`config.mk`:
```
export PLATFORM = sky130hd
export DESIGN_NAME = store_buffer
export DESIGN_NICKNAME = d
export VERILOG_FILES = /design/src/logic/lsu_pkg.sv /design/src/logic/store_buffer.sv /design/src/logic/sb_forward_tree.sv
export VERILOG_INCLUDE_DIRS = /design/src /design/src/logic
export SDC_FILE = /design/constraint.sdc
export NUM_CORES = 2
export LEC_CHECK = 0
export BUFFER_PORTS_ARGS = -buffer_cell sky130_fd_sc_hd__buf_2
export CORE_UTILIZATION = 60
export DETAILED_ROUTE_END_ITERATION = 6
export GPL_TIMING_DRIVEN = 0
export PLACE_DENSITY_LB_ADDON = 0.3
export SLEW_MARGIN = 20
export SYNTH_ARGS = -nofsm -noshare
export SYNTH_HDL_FRONTEND = slang
export SYNTH_SLANG_ARGS = --single-unit
```
`constraint.sdc`:
```
create_clock -name clk -period 7.8 [get_ports clk]
set_input_delay 1.17 -clock clk [delete_from_list [all_inputs] [get_ports clk]]
set_output_delay 1.17 -clock clk [all_outputs]
set_load 0.005 [all_outputs]
```
`src/logic/lsu_params.svh`:
```
`ifndef LSU_PARAMS_SVH
`define LSU_PARAMS_SVH

// store buffer entries, kept a power of two for the select tree
`define SB_DEPTH    16
`define SB_IDX_W    4

// tag of the youngest store older than a load
`define STORE_TAG_W 4

// stand-in data cache size in words
`define RAM_WORDS   256
`define RAM_IDX_W   8

`endif
```
`src/logic/lsu_pkg.sv`:
```
`include "lsu_params.svh"

package lsu_pkg;

    // byte address of a word access
    typedef logic [31:0] virt_t;

    // one store as issued by the pipeline
    typedef struct packed {
        virt_t                   addr;
        logic [3:0]              strb;
        logic [2:0]              size;
        logic [31:0]             data;
        logic [`STORE_TAG_W-1:0] tag;
    } store_req_t;

    // buffered store with its state bits
    typedef struct packed {
        store_req_t req;
        logic       valid;
        logic       complete;
    } sb_entry_t;

    // write offered to the data cache
    typedef struct packed {
        virt_t       addr;
        logic [3:0]  strb;
        logic [2:0]  size;
        logic [31:0] data;
    } mem_write_t;

    // load probe into the store buffer
    typedef struct packed {
        virt_t                   addr;
        logic [3:0]              strb;
        logic [`STORE_TAG_W-1:0] tag;
    } load_query_t;

    // outcome of the buffer lookup
    typedef struct packed {
        logic        hit;
        logic        conflict;
        logic [31:0] data;
    } fwd_result_t;

    typedef struct packed {
        logic        replay;
        logic [31:0] data;
    } load_resp_t;

endpackage

```
`src/logic/store_buffer.sv`:
```
`timescale 1ns/100ps
`include "lsu_params.svh"

module store_buffer (
    input  logic                 clk,
    input  logic                 reset,
    input  logic                 flush,
    input  logic                 st_valid,
    input  lsu_pkg::store_req_t  st_req,
    input  logic [1:0]           commit_cnt,
    input  logic                 addr_ok,
    input  logic                 data_ok,
    input  lsu_pkg::load_query_t ld_query,
    output logic                 sb_full,
    output logic                 mem_req,
    output lsu_pkg::mem_write_t  mem_wr,
    output lsu_pkg::fwd_result_t fwd
);

    lsu_pkg::sb_entry_t entries [`SB_DEPTH];
    logic [`SB_DEPTH-1:0] marks;

    logic [`SB_IDX_W-1:0] tail;
    logic [`SB_IDX_W-1:0] head;
    logic [`SB_IDX_W-1:0] head_plus1;
    logic [`SB_IDX_W-1:0] req_head;
    logic [`SB_IDX_W-1:0] resp_head;
    logic                 tail_mark;
    logic                 head_mark;
    logic [`SB_IDX_W:0]   tail_sum;
    logic [`SB_IDX_W:0]   head_sum;
    logic [`SB_DEPTH-1:0] commit_vec;
    logic                 enq;

    logic req_valid;
    logic resp_valid;
    logic to_req;
    logic req_fire;
    logic req_allowin;
    logic resp_allowin;
    logic resp_fire;

    logic [`SB_DEPTH-1:0] addr_match;
    logic [`SB_DEPTH-1:0] tag_match;
    logic                 any_match;
    logic [`SB_IDX_W-1:0] sel_idx;
    logic                 buf_cover;
    logic                 in_match;
    logic                 in_cover;
    logic                 tag_wait;

    // entries free in order, so an occupied tail slot means no room left
    assign sb_full = entries[tail].valid;
    assign enq     = st_valid && !sb_full && !flush;

    // carry out of the pointer sums flips the wrap mark
    assign tail_sum   = {1'b0, tail} + 1'b1;
    assign head_sum   = {1'b0, head} + commit_cnt;
    assign head_plus1 = head + 1'b1;

    always_comb begin
        commit_vec = '0;
        if (commit_cnt != 2'd0) begin
            commit_vec[head] = 1'b1;
        end
        if (commit_cnt == 2'd2) begin
            commit_vec[head_plus1] = 1'b1;
        end
    end

    always_ff @(posedge clk) begin
        if (reset) begin
            for (int i = 0; i < `SB_DEPTH; i++) begin
                entries[i].valid    <= 1'b0;
                entries[i].complete <= 1'b0;
            end
            tail      <= '0;
            tail_mark <= 1'b0;
            head      <= '0;
            head_mark <= 1'b0;
            req_head  <= '0;
            resp_head <= '0;
        end else begin
            if (flush) begin
                // stores committed this cycle survive the flush
                for (int i = 0; i < `SB_DEPTH; i++) begin
                    if (!entries[i].complete && !commit_vec[i]) begin
                        entries[i].valid <= 1'b0;
                    end
                end
                tail      <= head_sum[`SB_IDX_W-1:0];
                tail_mark <= head_mark ^ head_sum[`SB_IDX_W];
            end else if (enq) begin
                entries[tail].req      <= st_req;
                entries[tail].valid    <= 1'b1;
                entries[tail].complete <= 1'b0;
                marks[tail]            <= tail_mark;
                tail                   <= tail_sum[`SB_IDX_W-1:0];
                tail_mark              <= tail_mark ^ tail_sum[`SB_IDX_W];
            end

            for (int i = 0; i < `SB_DEPTH; i++) begin
                if (commit_vec[i]) begin
                    entries[i].complete <= 1'b1;
                end
            end
            head      <= head_sum[`SB_IDX_W-1:0];
            head_mark <= head_mark ^ head_sum[`SB_IDX_W];

            if (req_allowin && to_req) begin
                req_head <= req_head + 1'b1;
            end

            // slot freed once the cache confirms the write
            if (resp_fire) begin
                entries[resp_head].valid    <= 1'b0;
                entries[resp_head].complete <= 1'b0;
                resp_head                   <= resp_head + 1'b1;
            end
        end
    end

    // drain pipeline: request stage then response stage
    assign to_req       = entries[req_head].valid && entries[req_head].complete;
    assign req_fire     = req_valid && addr_ok;
    assign req_allowin  = !req_valid || req_fire;
    assign resp_fire    = resp_valid && data_ok;
    assign resp_allowin = !resp_valid || data_ok;
    assign mem_req      = req_valid;

    always_ff @(posedge clk) begin
        if (reset) begin
            req_valid  <= 1'b0;
            resp_valid <= 1'b0;
        end else begin
            if (req_allowin) begin
                req_valid <= to_req;
            end
            if (resp_allowin) begin
                resp_valid <= req_fire;
            end
        end
    end

    // payload held while the request waits for addr_ok
    always_ff @(posedge clk) begin
        if (req_allowin) begin
            mem_wr.addr <= entries[req_head].req.addr;
            mem_wr.strb <= entries[req_head].req.strb;
            mem_wr.size <= entries[req_head].req.size;
            mem_wr.data <= entries[req_head].req.data;
        end
    end

    // load lookup over word addresses
    always_comb begin
        for (int i = 0; i < `SB_DEPTH; i++) begin
            addr_match[i] = entries[i].valid
                         && entries[i].req.addr[31:2] == ld_query.addr[31:2];
            tag_match[i]  = entries[i].valid && entries[i].req.tag == ld_query.tag;
        end
    end

    sb_forward_tree i_sb_forward_tree (
        .match     (addr_match),
        .mark      (marks),
        .any_match (any_match),
        .sel_idx   (sel_idx)
    );

    assign tag_wait  = |tag_match;
    assign buf_cover = (entries[sel_idx].req.strb & ld_query.strb) == ld_query.strb;
    assign in_match  = enq && st_req.addr[31:2] == ld_query.addr[31:2];
    assign in_cover  = (st_req.strb & ld_query.strb) == ld_query.strb;

    always_comb begin
        fwd = '0;
        // the store arriving this cycle is younger than anything buffered
        if (in_match) begin
            fwd.hit      = in_cover;
            fwd.conflict = !in_cover;
            fwd.data     = st_req.data;
        end else if (any_match) begin
            fwd.hit      = buf_cover;
            fwd.conflict = !buf_cover;
            fwd.data     = entries[sel_idx].req.data;
        end
        if (tag_wait) begin
            fwd.conflict = 1'b1;
        end
        if (fwd.conflict) begin
            fwd.hit  = 1'b0;
            fwd.data = '0;
        end
    end

endmodule

```
`src/logic/sb_forward_tree.sv`:
```
`timescale 1ns/100ps
`include "lsu_params.svh"

module sb_forward_tree (
    input  logic [`SB_DEPTH-1:0] match,
    input  logic [`SB_DEPTH-1:0] mark,
    output logic                 any_match,
    output logic [`SB_IDX_W-1:0] sel_idx
);

    localparam int NODES = 2 * `SB_DEPTH;

    // heap order: node 1 is the root, entry i sits at leaf SB_DEPTH + i
    logic                 node_match [1:NODES-1];
    logic                 node_mark  [1:NODES-1];
    logic [`SB_IDX_W-1:0] node_idx   [1:NODES-1];

    for (genvar i = 0; i < `SB_DEPTH; i++) begin : g_leaf
        localparam logic [`SB_IDX_W-1:0] LEAF_IDX = i;

        assign node_match[`SB_DEPTH + i] = match[i];
        assign node_mark[`SB_DEPTH + i]  = mark[i];
        assign node_idx[`SB_DEPTH + i]   = LEAF_IDX;
    end

    for (genvar n = 1; n < `SB_DEPTH; n++) begin : g_node
        logic lo_match;
        logic hi_match;
        logic take_lo;

        assign lo_match = node_match[2*n];
        assign hi_match = node_match[2*n+1];

        // lower half holds smaller slots
        // differing marks mean the lower slot was written after the wrap
        assign take_lo = (lo_match && hi_match) ? (node_mark[2*n] ^ node_mark[2*n+1])
                                                : lo_match;

        assign node_match[n] = lo_match || hi_match;
        assign node_mark[n]  = take_lo ? node_mark[2*n] : node_mark[2*n+1];
        assign node_idx[n]   = take_lo ? node_idx[2*n] : node_idx[2*n+1];
    end

    assign any_match = node_match[1];
    assign sel_idx   = node_idx[1];

endmodule

```
==> impl_metrics.toml <==
[cells_and_area]
syn_to_final_growth_pct = 20.1
design_area_mm2 = 0.0882
nNetsFinal = 6191
drive_gt1_share_pct = 25.4
fillers = 7455
final_cell_mix = "edfxtp_1, and2_1, mux4_2, clkbuf_1, nand4_1"
final_core_util_pct = 72.6
stdcell_count = 7838
final_common_cell = "edfxtp_1"

[sta]
fin_hold_ws_ns = 0.512
period_share_pct = 104
max_freq_ghz = 0.123
hold_violations = 0
period_minus_slack_ns = 8.10
relSlewSlack_pct = 10.2
worst_slack_ns = -0.302
tightest_slew_ns = 1.35
finalSetupViolations = 33
skew_ns = 0.0368
drv_slew = 0

[global_routing]
antenna_found_initial = 51
grt_pass1_wl_um = 459000
grt_overflow = 0
use_met2_pct = 70.8
grtUsageTotal_pct = 55.2
grt.busiest_layer = "met2"
gr-usage-met1_pct = 70.3
grt_max_degree = 39
grt_pass1_vias = 55000
grtUsageMet3_pct = 35.3

[clock_tree]
root_buffer = "clkbuf_16"
cts_tree = "done"
cts_sinks = 1347
insertion_delay_ns = 0.84
numCtsBuffers = 148
cts_buffer_depth = 3
htreeDepth = 4
clkTransAtPathRegs_ns = 0.06
hold_buffers = 0

[synthesis]
synth-async-reset-ratio_pct = 0
syn_nets = 5733
synth-warning-count = 0
synthCells = 5598
synth_ff_type = "edfxtp_1"
synth_area_leaders = "edfxtp_1, mux4_2, and2_1, xnor2_1, mux2i_1"
synth.largest_area_cell = "edfxtp_1"
synth_area_per_cell_um2 = 13.1
synth_top_cell_area_share_pct = 52.6
yosysUniqueCellTypes = 86
synthesis.area_mm2 = 0.0735
ys_ff_latch = 1347
yosysSeqAreaShare_pct = 54.2
synth_edf_count = 1287

[critical_path]
start_kind = "primary input"
end_kind = "primary output"
worst-endpoint-required_ns = 6.63
rr_worst_depth = 9
cp_slowest_cell = "nand2b_1"
crit_top_cell = "nand4_1"
worstSetupPathType = "primary input to primary output"
worstPathCellList = "buf_8 -> buf_12 -> xnor2_2 -> nand4_1 -> nor4_4 -> nand2_1 -> and2_1 -> nand3_1 -> nand4_1 -> a31o_2 -> a32oi_1 -> nand2b_1 -> nor2_4 -> clkbuf_4 -> a221oi_1 -> nor2b_1 -> o21ai_2 -> and3_1 -> buf_2"
worstPathMaxFanout = 10
cpPeakStageDelay_ns = 0.79
critical_path_arrival_ns = 6.93

[power_and_ir_drop]
switching_share_pct = 25.6
clock_power_share_pct = 42.9
switching_power_mw = 4.24
ir_drop_uv = 232
powerDensity_mw_per_mm2 = 188
combinationalPowerShare_pct = 8.9
p_int_mw = 12.3
power.leakage_nw = 28.1
seq_power_share_pct = 48.2

[worst_hold_path]
hold_class = "register to register"
min_path_cells = 2

[placement]
port_buffers = 192
place_congestion = 1.20
placed_cell_area_mm2 = 0.0777
dpl.cell_count = 7462
dp_hpwl_um = 249000

[floorplanning]
dieArea_mm2 = 0.124
rows = 128
coreArea_mm2 = 0.122
start_util_pct = 60.4
io_pins = 230
die_w_um = 352
fp.dieH_um = 352

[route]
viasPerCell = 7.71
drcViolationCount = 179
drt_iter0_drc = 13500
via_count = 60400
ant_nets = 0
dr.pass1.iters = 7
wirelength_um = 351000
wl_per_cell_um = 44.7

[run_status]
outcome = "finished with violations"
violations = "design-rule violations, negative setup slack"

[flow_run]
drv_cap = 0
## flip-flops by register name, indices dropped and copies added (netlist names), named ones only
name        flops
mem_wr         71
marks          16
req_head        4
mem_req         1
entries      1232
head_mark       1
head            4
tail_mark       1
tail            4
resp_valid      1
resp_head       4
## per-layer routing
layer | up-vias | wire [um]
li1 | 22000 | -
met1 | 29400 | 115000
met2 | 7171 | 133000
met3 | 1788 | 74300
met4 | 78 | 26400
met5 | - | 1210
## power groups by stage
stage          clock [mW]  combinational, mW  sequential [mW]
4_1_cts              6.96               1.30             7.98
2_1_floorplan           0              0.561             8.11
6_report             7.12               1.48             7.98
3_5_place_dp            0               1.16             8.12
5_1_grt              7.25               1.45             7.98
3_3_place_gp            0               1.14             8.13
## per-stage QoR
stage               setup slack (ns)  total power [mW]  setup TNS, ns
finish                        -0.302              16.6          -3.74
global route                 -0.0667              16.7         -0.904
CTS                          0.00442              16.2              0
detailed placement             -2.12              9.28         -67.85
global placement               -3.75              9.27       -1996.96
floorplan                      0.908              8.67              0
## final timing paths
kind,to,slack [ns],startpoint
worst max-delay path,fwd[1],-0.30,ld_query[24]
worst min-delay path,resp_valid,0.51,mem_req
worst max register to register,entries[0][67],1.51,entries[11][1]
worst min register to register,resp_valid,0.51,mem_req
## area by class of cell
class | count | area, um^2 | share of cell area (%)
Antenna cell | 41 | 103 | 0.116
Buffer | 471 | 2820 | 3.20
Clock buffer | 188 | 3990 | 4.53
Clock inverter | 78 | 747 | 0.847
Inverter | 36 | 135 | 0.153
Multi-Input combinational cell | 3741 | 35800 | 40.6
Sequential cell | 1347 | 39800 | 45.2
Tap cell | 1625 | 2030 | 2.31
Timing Repair Buffer | 311 | 2670 | 3.03
## timing repair
action                                 4_1_cts  5_1_grt
pin swaps                                   45       55
cloned                                       0        3
endpoints found under the hold margin        0        0
gates resized for setup                    554      242
setup buffers                               27       41
setup endpoints to repair                   34       34
## synth_stat cells, drive strengths merged, types with 7 or more instances
cell     instances
a2111oi         28
a211oi          95
a21oi           94
a221o           15
a221oi          30
a31oi           50
and2          1186
and3            77
buf            132
clkbuf         342
dfxtp           60
edfxtp        1287
ha              11
inv             36
mux2            61
mux2i          151
mux4           374
nand2          157
nand2b          17
nand3           64
nand4          217
nor2           153
nor2b           25
nor3            52
nor4            82
o211ai          12
o21ai           46
o221ai          21
o22ai            7
o31ai           10
or3             12
or4             10
xnor2          471
xor2           127
## logic make-up (layout without fill, tap and decap cells)
| family | count (synthesis) | after routing | share of synthesized area, % |
|---|---|---|---|
| other | 0 | 41 | 0 |
| buffers and inverters | 510 | 1084 | 2.87 |
| adders and majority gates | 12 | 12 | 0.215 |
| DFF | 1347 | 1347 | 54.2 |
| and+or+nand+nor | 2087 | 2087 | 16.7 |
| AOI/OAI and AO/OA | 458 | 458 | 4.41 |
| xor gates and xnor gates | 598 | 598 | 7.13 |
| muxes | 586 | 586 | 14.5 |
## worst max-delay path: cells and delay by family
kind	cells	cell delay (ns)
AOI/OAI and AO/OA	4	1.33
xor gates and xnor gates	1	0.47
buffers and inverters	4	0.80
and+or+nand+nor	10	3.12
No activity file was read; power rests on OpenSTA's default activity.
