**src/logic/lsu_params.svh**
```systemverilog
`ifndef LSU_PARAMS_SVH
`define LSU_PARAMS_SVH

// store buffer entries, kept a power of two for the select tree
`define SB_DEPTH    16
`define SB_IDX_W    4

// tag of the youngest store older than a load
`define STORE_TAG_W 4

// stand-in data cache size in words
`define RAM_WORDS   256
`define RAM_IDX_W   8

`endif
```
**src/logic/lsu_pkg.sv**
```systemverilog
`include "lsu_params.svh"

package lsu_pkg;

    // byte address of a word access
    typedef logic [31:0] virt_t;

    // one store as issued by the pipeline
    typedef struct packed {
        virt_t                   addr;
        logic [3:0]              strb;
        logic [2:0]              size;
        logic [31:0]             data;
        logic [`STORE_TAG_W-1:0] tag;
    } store_req_t;

    // buffered store with its state bits
    typedef struct packed {
        store_req_t req;
        logic       valid;
        logic       complete;
    } sb_entry_t;

    // write offered to the data cache
    typedef struct packed {
        virt_t       addr;
        logic [3:0]  strb;
        logic [2:0]  size;
        logic [31:0] data;
    } mem_write_t;

    // load probe into the store buffer
    typedef struct packed {
        virt_t                   addr;
        logic [3:0]              strb;
        logic [`STORE_TAG_W-1:0] tag;
    } load_query_t;

    // outcome of the buffer lookup
    typedef struct packed {
        logic        hit;
        logic        conflict;
        logic [31:0] data;
    } fwd_result_t;

    typedef struct packed {
        logic        replay;
        logic [31:0] data;
    } load_resp_t;

endpackage

```
**src/logic/load_unit.sv**
```systemverilog
`timescale 1ns/100ps

module load_unit (
    input  logic                 clk,
    input  logic                 reset,
    input  logic                 ld_valid,
    input  lsu_pkg::load_query_t ld_query_in,
    input  lsu_pkg::fwd_result_t fwd,
    input  logic [31:0]          rd_data,
    output lsu_pkg::load_query_t ld_query,
    output lsu_pkg::virt_t       rd_addr,
    output logic                 ld_resp_valid,
    output lsu_pkg::load_resp_t  ld_resp
);

    logic [31:0] merged;

    // probe buffer and cache in the same cycle
    assign ld_query = ld_query_in;
    assign rd_addr  = ld_query_in.addr;

    // forwarded lanes over the RAM word
    always_comb begin
        for (int b = 0; b < 4; b++) begin
            if (fwd.hit && ld_query_in.strb[b]) begin
                merged[8*b +: 8] = fwd.data[8*b +: 8];
            end else begin
                merged[8*b +: 8] = rd_data[8*b +: 8];
            end
        end
    end

    always_ff @(posedge clk) begin
        if (reset) begin
            ld_resp_valid <= 1'b0;
        end else begin
            ld_resp_valid <= ld_valid;
        end
    end

    always_ff @(posedge clk) begin
        if (ld_valid) begin
            ld_resp.replay <= fwd.conflict;
            // replayed loads carry no data
            ld_resp.data   <= fwd.conflict ? 32'd0 : merged;
        end
    end

endmodule

```
**config.mk**
```make
export PLATFORM = sky130hd
export DESIGN_NAME = load_unit
export DESIGN_NICKNAME = d
export VERILOG_FILES = /design/src/logic/lsu_pkg.sv /design/src/logic/load_unit.sv
export VERILOG_INCLUDE_DIRS = /design/src /design/src/logic
export SDC_FILE = /design/constraint.sdc
export NUM_CORES = 1
export LEC_CHECK = 0
export BUFFER_PORTS_ARGS = -buffer_cell sky130_fd_sc_hd__buf_2
export CAP_MARGIN = 5
export CORE_ASPECT_RATIO = 0.75
export CORE_UTILIZATION = 38
export CTS_CLUSTER_DIAMETER = 80
export DETAILED_ROUTE_END_ITERATION = 8
export PLACE_DENSITY = 0.79
export SETUP_SLACK_MARGIN = 0.15
export SLEW_MARGIN = 10
export SYNTH_ARGS = -nofsm -noshare
export SYNTH_HDL_FRONTEND = slang
export SYNTH_SLANG_ARGS = --single-unit
```
**constraint.sdc**
```tcl
create_clock -name clk -period 1.37 [get_ports clk]
set_clock_uncertainty 0.15 [all_clocks]
set_input_delay 0.411 -clock clk [delete_from_list [all_inputs] [get_ports clk]]
set_output_delay 0.411 -clock clk [all_outputs]
set_load 0.01 [all_outputs]
```
==> results of run 1 <==
## synth_stat cells, drive strengths merged
cell,instances
dfxtp,1
a21oi,32
edfxtp,33
nor2b,1
nand3,32
a21bo,32
clkbuf,2
buf,88
## cell families after synthesis
| kind of cell | after synthesis | share of synthesized area [%] |
|---|---|---|
| buf+inv | 90 | 29.3 |
| simple gates | 33 | 6.98 |
| compound gates | 64 | 21.3 |
| flops | 34 | 42.4 |
## stage by stage
step | std cells | power [mW] | setup TNS, ns
6_report | 341 | 2.57 | -0.0593
5_1_grt | 341 | 2.69 | -0.590
4_1_cts | 335 | 2.59 | -0.156
3_5_place_dp | 327 | 1.79 | -0.124
3_3_place_gp | 327 | 1.78 | -0.0601
2_1_floorplan | 221 | 1.76 | 0
## sequential cells by signal (all words and copies together) (netlist names)
name and cells:
ld_resp_valid 1, ld_resp 33
## timing repair
item,4_1_cts,5_1_grt
setup endpoints to repair,38,37
buffers inserted,0,6
resized for setup,14,1
## cell usage in the layout (no fill, tap or decap)
cell        instances
nand3_1            32
buf_6               5
buf_2             102
a21bo_1            25
nor2b_1             1
edfxtp_1           33
clkinvlp_4          1
dfxtp_1             1
buf_4               9
clkinv_2            1
buf_12              8
a21oi_2             7
a21oi_1            25
clkbuf_8            6
a21bo_2             7
## final timing paths
kind / cells past startpoint / startpoint / end / slack [ns]
setup / recovery: 1 / ld_resp[28]$_SDFFCE_PP0P_ / ld_resp[28] / -0.04
hold / removal: 2 / reset / ld_resp_valid$_SDFF_PP0_ / 0.12
## power by group through the flow
stage / sequential [mW] / clock (mW) / combinational [mW]
2_1_floorplan: 1.33 / 0 / 0.430
3_3_place_gp: 1.28 / 0 / 0.498
3_5_place_dp: 1.28 / 0 / 0.507
4_1_cts: 1.26 / 0.802 / 0.530
5_1_grt: 1.27 / 0.839 / 0.587
6_report: 1.26 / 0.769 / 0.539
## per-layer routing
metal | up-vias | wire (µm) | global-route usage (%)
met3 | 12 | 716 | 6.88
met2 | 136 | 2910 | 29.6
li1 | 784 | - | -
met4 | 0 | 73 | 5.64
met5 | - | 0 | 0
met1 | 743 | 1920 | 18.0
## final cells by class
type | count | share of cell area, %
sequential | 34 | 37.8
timing repair buffer | 124 | 29.7
multi-input combinational | 97 | 25.2
tap | 78 | 3.65
clock buffer | 6 | 3.09
clock inverter | 2 | 0.468
==> impl_metrics.tcl, run 1 <==
set metrics [dict create \
    status "complete, but fails checks" \
    violations "setup timing" \
    p_switching_uw 641 \
    slowest_delay_ns 0.41 \
    fmax_mhz 709 \
    seq_area_um2 1010 \
    finalSetupViolCount 3 \
    die_h_um 70.6 \
    synth_area_leaders "edfxtp_1, buf_4, a21bo_1" \
    synth.top_cell.area_share_pct 41.6 \
    min_path_type "in -> reg" \
    cp.arrival_ns 0.85 \
    report.final.slew_viol_count 0 \
    drt_pass1_iterations 4 \
    clockRootBuffer "clkbuf_8" \
    post-route-util_pct 45.2 \
    fin_crit_sh_pct 103 \
    ant_nets 0 \
    avgRoutedWirePerCell_um 16.5 \
    synth.distinct_cells 14 \
    fin_nets 371 \
    yosys_warnings 0 \
    first_global_vias 1557 \
    synth_top_cell_by_area "edfxtp_1" \
    rsz0062_at_grt "true" \
    cts-htree-levels 2 \
    powerDensity_nw_per_um2 961 \
    required_ns 0.81 \
    wirelength_um 5630 \
    crit_chain "buf_2" \
    dp_slack_ns -0.0546 \
    critPathKind "reg -> out" \
    cts_inserted_buffers 5 \
    grt_max_degree 42 \
    p_comb_share_pct 21.0 \
    fin_area_um2 2670 \
    ios 215 \
    gr-total-overflow 0 \
    drv_cap 0 \
    cts.sinks 34 \
    core_area_um2 5920 \
    tritoncts "done" \
    cp-start-kind "register" \
    vias 1675 \
    clkTransAtPathRegs_ns 0.07 \
    ys_seq_area_share_pct 42.4 \
    end_kind "output port" \
    pwr-share-seq_pct 49.1 \
    crit_path_top_delay_cell "edfxtp_1" \
    crit_family "flip-flops" \
    synth_nets 330 \
    place_hpwl_um 4220 \
    diodes 0 \
    crit_fanout 1 \
    nFillCells 558 \
    port_buffers 110 \
    drive_gt1_share_pct 55.5 \
    drt_iter0_drc 44 \
    drc 0 \
    cp_num_buf_inv 1 \
    layout-area-overhead-vs-synth_pct 12.1 \
    globalplace.congestion 0.806 \
    multi_input_comb_area_um2 673 \
    hold_viol 0 \
    clkPwrFrac_pct 30.0 \
    die_area_um2 6600 \
    grt_pass1_wl_um 8180 \
    finalCriticalPeriod_ns 1.41 \
    synth_cells 221 \
    start_util_pct 40.3 \
    die-width_um 93.5 \
    avgSynthCellArea_um2 10.8 \
    internal-power_mw 1.93 \
    rows 24 \
    viasPerCell 4.91 \
    place_area_um2 2470 \
    power.static_leakage_nw 1.23 \
    ir_drop_v 0.000288 \
    ctsHoldBuffers 0 \
    worstMarginPinSlew_ns 0.187 \
    grt_use_total_pct 16.7 \
    cts_max_path_buffers 2 \
    relSlewSlack_pct 87.5 \
    fin_ws_ns -0.0396 \
    sw_frac_of_total_pct 24.9 \
    synth_area_um2 2380 \
    antenna_found_initial 0 \
    timing.hold.ws_ns 0.124 \
    ys_ff_latch 34 \
]
Power figures use the tool's default switching activity.
==> inputs of run 2 (changes only) <==
--- a/config.mk
+++ b/config.mk
@@ -8,11 +8,11 @@
 export LEC_CHECK = 0
 export BUFFER_PORTS_ARGS = -buffer_cell sky130_fd_sc_hd__buf_2
 export CAP_MARGIN = 5
-export CORE_ASPECT_RATIO = 0.75
-export CORE_UTILIZATION = 38
+export CORE_AREA = 2 2 83 85
 export CTS_CLUSTER_DIAMETER = 80
 export DETAILED_ROUTE_END_ITERATION = 8
-export PLACE_DENSITY = 0.79
+export DIE_AREA = 0 0 85 87
+export PLACE_DENSITY = 0.76
 export SETUP_SLACK_MARGIN = 0.15
 export SLEW_MARGIN = 10
 export SYNTH_ARGS = -nofsm -noshare
==> run 2 against run 1 <==
The flow now finishes without violations. Combinational power up 1%. Die area up 12%. Sequential power about the same. Highest routed layer unchanged. Setup slack better by 0.050 ns.
==> impl_metrics.tcl, run 2 (synthesis results as in run 1) <==
set metrics [dict create \
    cts_inserted_buffers 5 \
    grt_max_degree 43 \
    grt_use_met3_pct 7.30 \
    grt_use_total_pct 14.3 \
    fmax_mhz 736 \
    clkPwrFrac_pct 32.7 \
    end_kind "output port" \
    powerDensity_nw_per_um2 990 \
    min_path_type "in -> reg" \
    drt_pass1_iterations 4 \
    fin_area_um2 2710 \
    power.static_leakage_nw 1.24 \
    ir_drop_v 0.000569 \
    cts.sinks 34 \
    place_area_um2 2510 \
    cp.arrival_ns 0.80 \
    crit_family "flip-flops" \
    viasPerCell 4.92 \
    p_switching_uw 609 \
    ant_nets 0 \
    clkTransAtPathRegs_ns 0.07 \
    rsz0062_at_grt "true" \
    groute.layer.met1.usage_pct 14.9 \
    start_util_pct 36.3 \
    reg_top3 "ld_resp (33), ld_resp_valid (1)" \
    critPathKind "reg -> out" \
    regMostFlops "ld_resp" \
    ctsHoldBuffers 0 \
    drc 0 \
    busiest_layer "met2" \
    rows 30 \
    fin_crit_sh_pct 99.2 \
    crit_fanout 1 \
    final_common_cell "buf_2" \
    cts_max_path_buffers 2 \
    nFillCells 637 \
    p_comb_share_pct 20.4 \
    required_ns 0.81 \
    finalNonFillerCells 342 \
    relSlewSlack_pct 87.3 \
    place_hpwl_um 4490 \
    wirelength_um 5740 \
    layout_common_cells "buf_2, edfxtp_1, nand3_1, a21bo_1, a21oi_1" \
    placed_cells 331 \
    grt_pass1_wl_um 8140 \
    die_h_um 87 \
    tritoncts "done" \
    timing.hold.ws_ns 0.138 \
    clockRootBuffer "clkbuf_8" \
    sw_frac_of_total_pct 22.7 \
    cp_num_buf_inv 1 \
    pwr-share-seq_pct 46.9 \
    cp-start-kind "register" \
    gr-total-overflow 0 \
    post-route-util_pct 41.3 \
    drt_iter0_drc 49 \
    drive_gt1_share_pct 55.0 \
    crit_path_top_delay_cell "edfxtp_1" \
    largest_reg_flops 33 \
    layout-area-overhead-vs-synth_pct 13.8 \
    diodes 0 \
    worstMarginPinSlew_ns 0.191 \
    hold_viol 0 \
    fin_nets 370 \
    antenna_found_initial 0 \
    ios 215 \
    slowest_delay_ns 0.37 \
    first_global_vias 1536 \
    die_area_um2 7400 \
    die-width_um 85 \
    crit_chain "buf_2" \
    core_area_um2 6570 \
    finalCriticalPeriod_ns 1.36 \
    globalRouteMet2Util_pct 25.2 \
    internal-power_mw 2.08 \
    port_buffers 110 \
    report.final.slew_viol_count 0 \
    status "finished, final reports clean" \
    globalplace.congestion 0.757 \
    drv_cap 0 \
    cts-htree-levels 2 \
    vias 1681 \
    finalSetupViolCount 0 \
    power_mw 2.69 \
    avgRoutedWirePerCell_um 16.8 \
]
[run 2: stage by stage]
| step | worst slack, ns | setup TNS [ns] |
|---|---|---|
| floorplan | 0.129 | 0 |
| global placement | -0.0206 | -0.0797 |
| detailed placement | -0.0472 | -0.360 |
| CTS | -0.0149 | -0.0149 |
| global route | -0.0293 | -0.504 |
| finish | 0.0104 | 0 |
[run 2: worst paths after layout]
check / slack [ns] / endpoint / from / cells past startpoint
worst max-delay path: 0.01 / ld_resp[3] / ld_resp[3]$_SDFFCE_PP0P_ / 1
worst min-delay path: 0.14 / ld_resp_valid$_SDFF_PP0_ / reset / 2
[run 2: final cells by class]
cell class / count / area (µm²) / area share (%)
Clock inverter: 1 / 30.0 / 1.11
Clock buffer: 7 / 76.3 / 2.81
Multi-Input combinational cell: 97 / 673 / 24.8
Sequential cell: 34 / 1010 / 37.3
Timing Repair Buffer: 123 / 820 / 30.2
Tap cell: 80 / 100 / 3.69
[run 2: layer usage]
| layer | part of all wire [%] | wire [µm] |
|---|---|---|
| met5 | 0 | 0 |
| met3 | 13 | 772 |
| met4 | 0.84 | 48 |
| met2 | 52 | 2970 |
| met1 | 34 | 1950 |
[run 2: repair_timing]
item,CTS,global route
hold endpoints to repair,0,0
buffers inserted,0,3
endpoints found under the setup margin,38,35
gates resized for setup,15,2
[run 2: power by group through the flow]
stage / clock network (mW) / registers, mW / logic (mW)
after floorplan: 0 / 1.33 / 0.430
after detailed placement: 0 / 1.28 / 0.520
after global placement: 0 / 1.28 / 0.512
after global routing: 0.961 / 1.27 / 0.592
after CTS: 0.907 / 1.26 / 0.545
final: 0.878 / 1.26 / 0.547
==> inputs of run 3 (changes only) <==
--- a/config.mk
+++ b/config.mk
@@ -13,7 +13,6 @@
 export DETAILED_ROUTE_END_ITERATION = 8
 export DIE_AREA = 0 0 85 87
 export PLACE_DENSITY = 0.76
-export SETUP_SLACK_MARGIN = 0.15
 export SLEW_MARGIN = 10
 export SYNTH_ARGS = -nofsm -noshare
 export SYNTH_HDL_FRONTEND = slang
==> run 3 against run 2 <==
The flow now finishes with violations (setup timing). Total power fell by 8.1%. Non-clock buffer count fell by 6. Clock power down 20%. Global-route usage is 0.44 points higher. Routed wire length rose by 1.2%. Sequential power hardly changed. Critical path depth is the same. Final area decreased by 5.9%. Critical path type unchanged.
==> impl_metrics.tcl, run 3 (synthesis results as in run 1) <==
set metrics [dict create \
    rsz0062_at_grt "true" \
    layout_common_cells "buf_2, edfxtp_1, nand3_1, a21bo_1, a21oi_1" \
    ant_nets 0 \
    finalSetupViolCount 2 \
    clkTransAtPathRegs_ns 0.07 \
    core_area_um2 6570 \
    p_comb_share_pct 20.5 \
    cts_inserted_buffers 5 \
    nFillCells 644 \
    layout-area-overhead-vs-synth_pct 7.09 \
    finalNonFillerCells 336 \
    drc 0 \
    relSlewSlack_pct 89.0 \
    rows 30 \
    tritoncts "done" \
    drv_cap 0 \
    hold_viol 0 \
    largest_reg_flops 33 \
    finalCriticalPeriod_ns 1.38 \
    port_buffers 110 \
    internal-power_mw 1.85 \
    hold_depth 2 \
    avgRoutedWirePerCell_um 17.3 \
    ir_drop_v 0.000549 \
    worstMarginPinSlew_ns 0.165 \
    crit_chain "buf_2" \
    whs_endpoint "ld_resp_valid$_SDFF_PP0_" \
    power.static_leakage_nw 1.17 \
    multi_input_comb_area_um2 673 \
    placed_cells 328 \
    cts_max_path_buffers 2 \
    grt_pass1_wl_um 8380 \
    regMostFlops "ld_resp" \
    end_kind "output port" \
    drt_iter0_drc 31 \
    gr-total-overflow 0 \
    die-width_um 85 \
    final_common_cell "buf_2" \
    report.final.slew_viol_count 0 \
    grt_use_total_pct 14.7 \
    drive_gt1_share_pct 53.9 \
    globalplace.congestion 0.785 \
    crit_path_top_delay_cell "edfxtp_1" \
    start_util_pct 36.3 \
    clkPwrFrac_pct 28.5 \
    cp.arrival_ns 0.82 \
    critPathKind "reg -> out" \
    cp-start-kind "register" \
    reg_top3 "ld_resp (33), ld_resp_valid (1)" \
    cp_num_buf_inv 1 \
    antenna_found_initial 0 \
    slowest_delay_ns 0.39 \
    dp_slack_ns -0.0453 \
    pwr-share-seq_pct 51.0 \
    clockRootBuffer "clkbuf_8" \
    crit_family "flip-flops" \
    sw_frac_of_total_pct 25.1 \
    min_path_type "in -> reg" \
    cts.sinks 34 \
    first_global_vias 1597 \
    die_area_um2 7400 \
    violations "setup timing" \
    fin_nets 364 \
    vias 1627 \
    ios 215 \
    die_h_um 87 \
    grt_max_degree 33 \
    fmax_mhz 724 \
    diodes 0 \
    p_switching_uw 620 \
    drt_pass1_iterations 6 \
    cts-htree-levels 2 \
    place_hpwl_um 4700 \
    status "complete, but fails checks" \
    fin_crit_sh_pct 101 \
    powerDensity_nw_per_um2 966 \
    required_ns 0.81 \
    wirelength_um 5810 \
    crit_fanout 1 \
    worstHoldStart "reset" \
    fin_ws_ns -0.0120 \
    seq_area_um2 1010 \
    viasPerCell 4.84 \
]
run 3: what timing repair did:
| action | 4_1_cts | 5_1_grt |
|---|---|---|
| endpoints found under the hold margin | 0 | 0 |
| hold buffers | 0 | 0 |
| gates resized for setup | 3 | 0 |
| buffers inserted | 0 | 0 |
| setup endpoints to repair | 11 | 25 |
run 3: power groups by stage:
| stage | Sequential (mW) | Clock, mW | Combinational, mW |
|---|---|---|---|
| after floorplan | 1.33 | 0 | 0.427 |
| after global placement | 1.28 | 0 | 0.498 |
| after detailed placement | 1.28 | 0 | 0.508 |
| after CTS | 1.26 | 0.731 | 0.513 |
| after global routing | 1.27 | 0.767 | 0.552 |
| final | 1.26 | 0.703 | 0.505 |
run 3: cell type report:
| cell class | instances | area share [%] |
|---|---|---|
| clock buffer | 6 | 2.84 |
| clock inverter | 2 | 0.392 |
| multi-input combinational | 97 | 26.4 |
| sequential | 34 | 39.6 |
| tap | 80 | 3.92 |
| timing repair buffer | 117 | 26.9 |
run 3: metrics by stage:
step / util, % / instance area (µm²) / total power, mW / setup TNS (ns) / hold WS (ns)
after floorplan: - / 2380 / 1.76 / 0 / 0.333
after global placement: 37.5 / 2460 / 1.78 / -0.0725 / 0.420
after detailed placement: 37.5 / 2460 / 1.79 / -0.178 / 0.422
after CTS: 38.9 / 2550 / 2.50 / -0.0818 / 0.123
after global routing: 38.9 / 2550 / 2.58 / -0.410 / 0.136
final: 38.9 / 2550 / 2.47 / -0.0181 / 0.130
run 3: worst max-delay path by stage:
stage / slack (ns) / startpoint / cells past startpoint / end
after floorplan: 0.11 / ld_query_in[4] / 4 / ld_resp[6]$_SDFFCE_PP0P_
after global placement: -0.03 / ld_query_in[6] / 2 / ld_query[6]
after detailed placement: -0.05 / ld_query_in[4] / 2 / ld_query[4]
after CTS: -0.03 / ld_resp[17]$_SDFFCE_PP0P_ / 1 / ld_resp[17]
after global routing: -0.05 / ld_resp[30]$_SDFFCE_PP0P_ / 1 / ld_resp[30]
final: -0.01 / ld_resp[17]$_SDFFCE_PP0P_ / 1 / ld_resp[17]
run 3: routing by layer:
layer / wire [µm] / track usage (%)
met1: 1810 / 13.4
met2: 2930 / 26.8
met3: 920 / 8.53
met4: 146 / 6.06
met5: 0 / 0
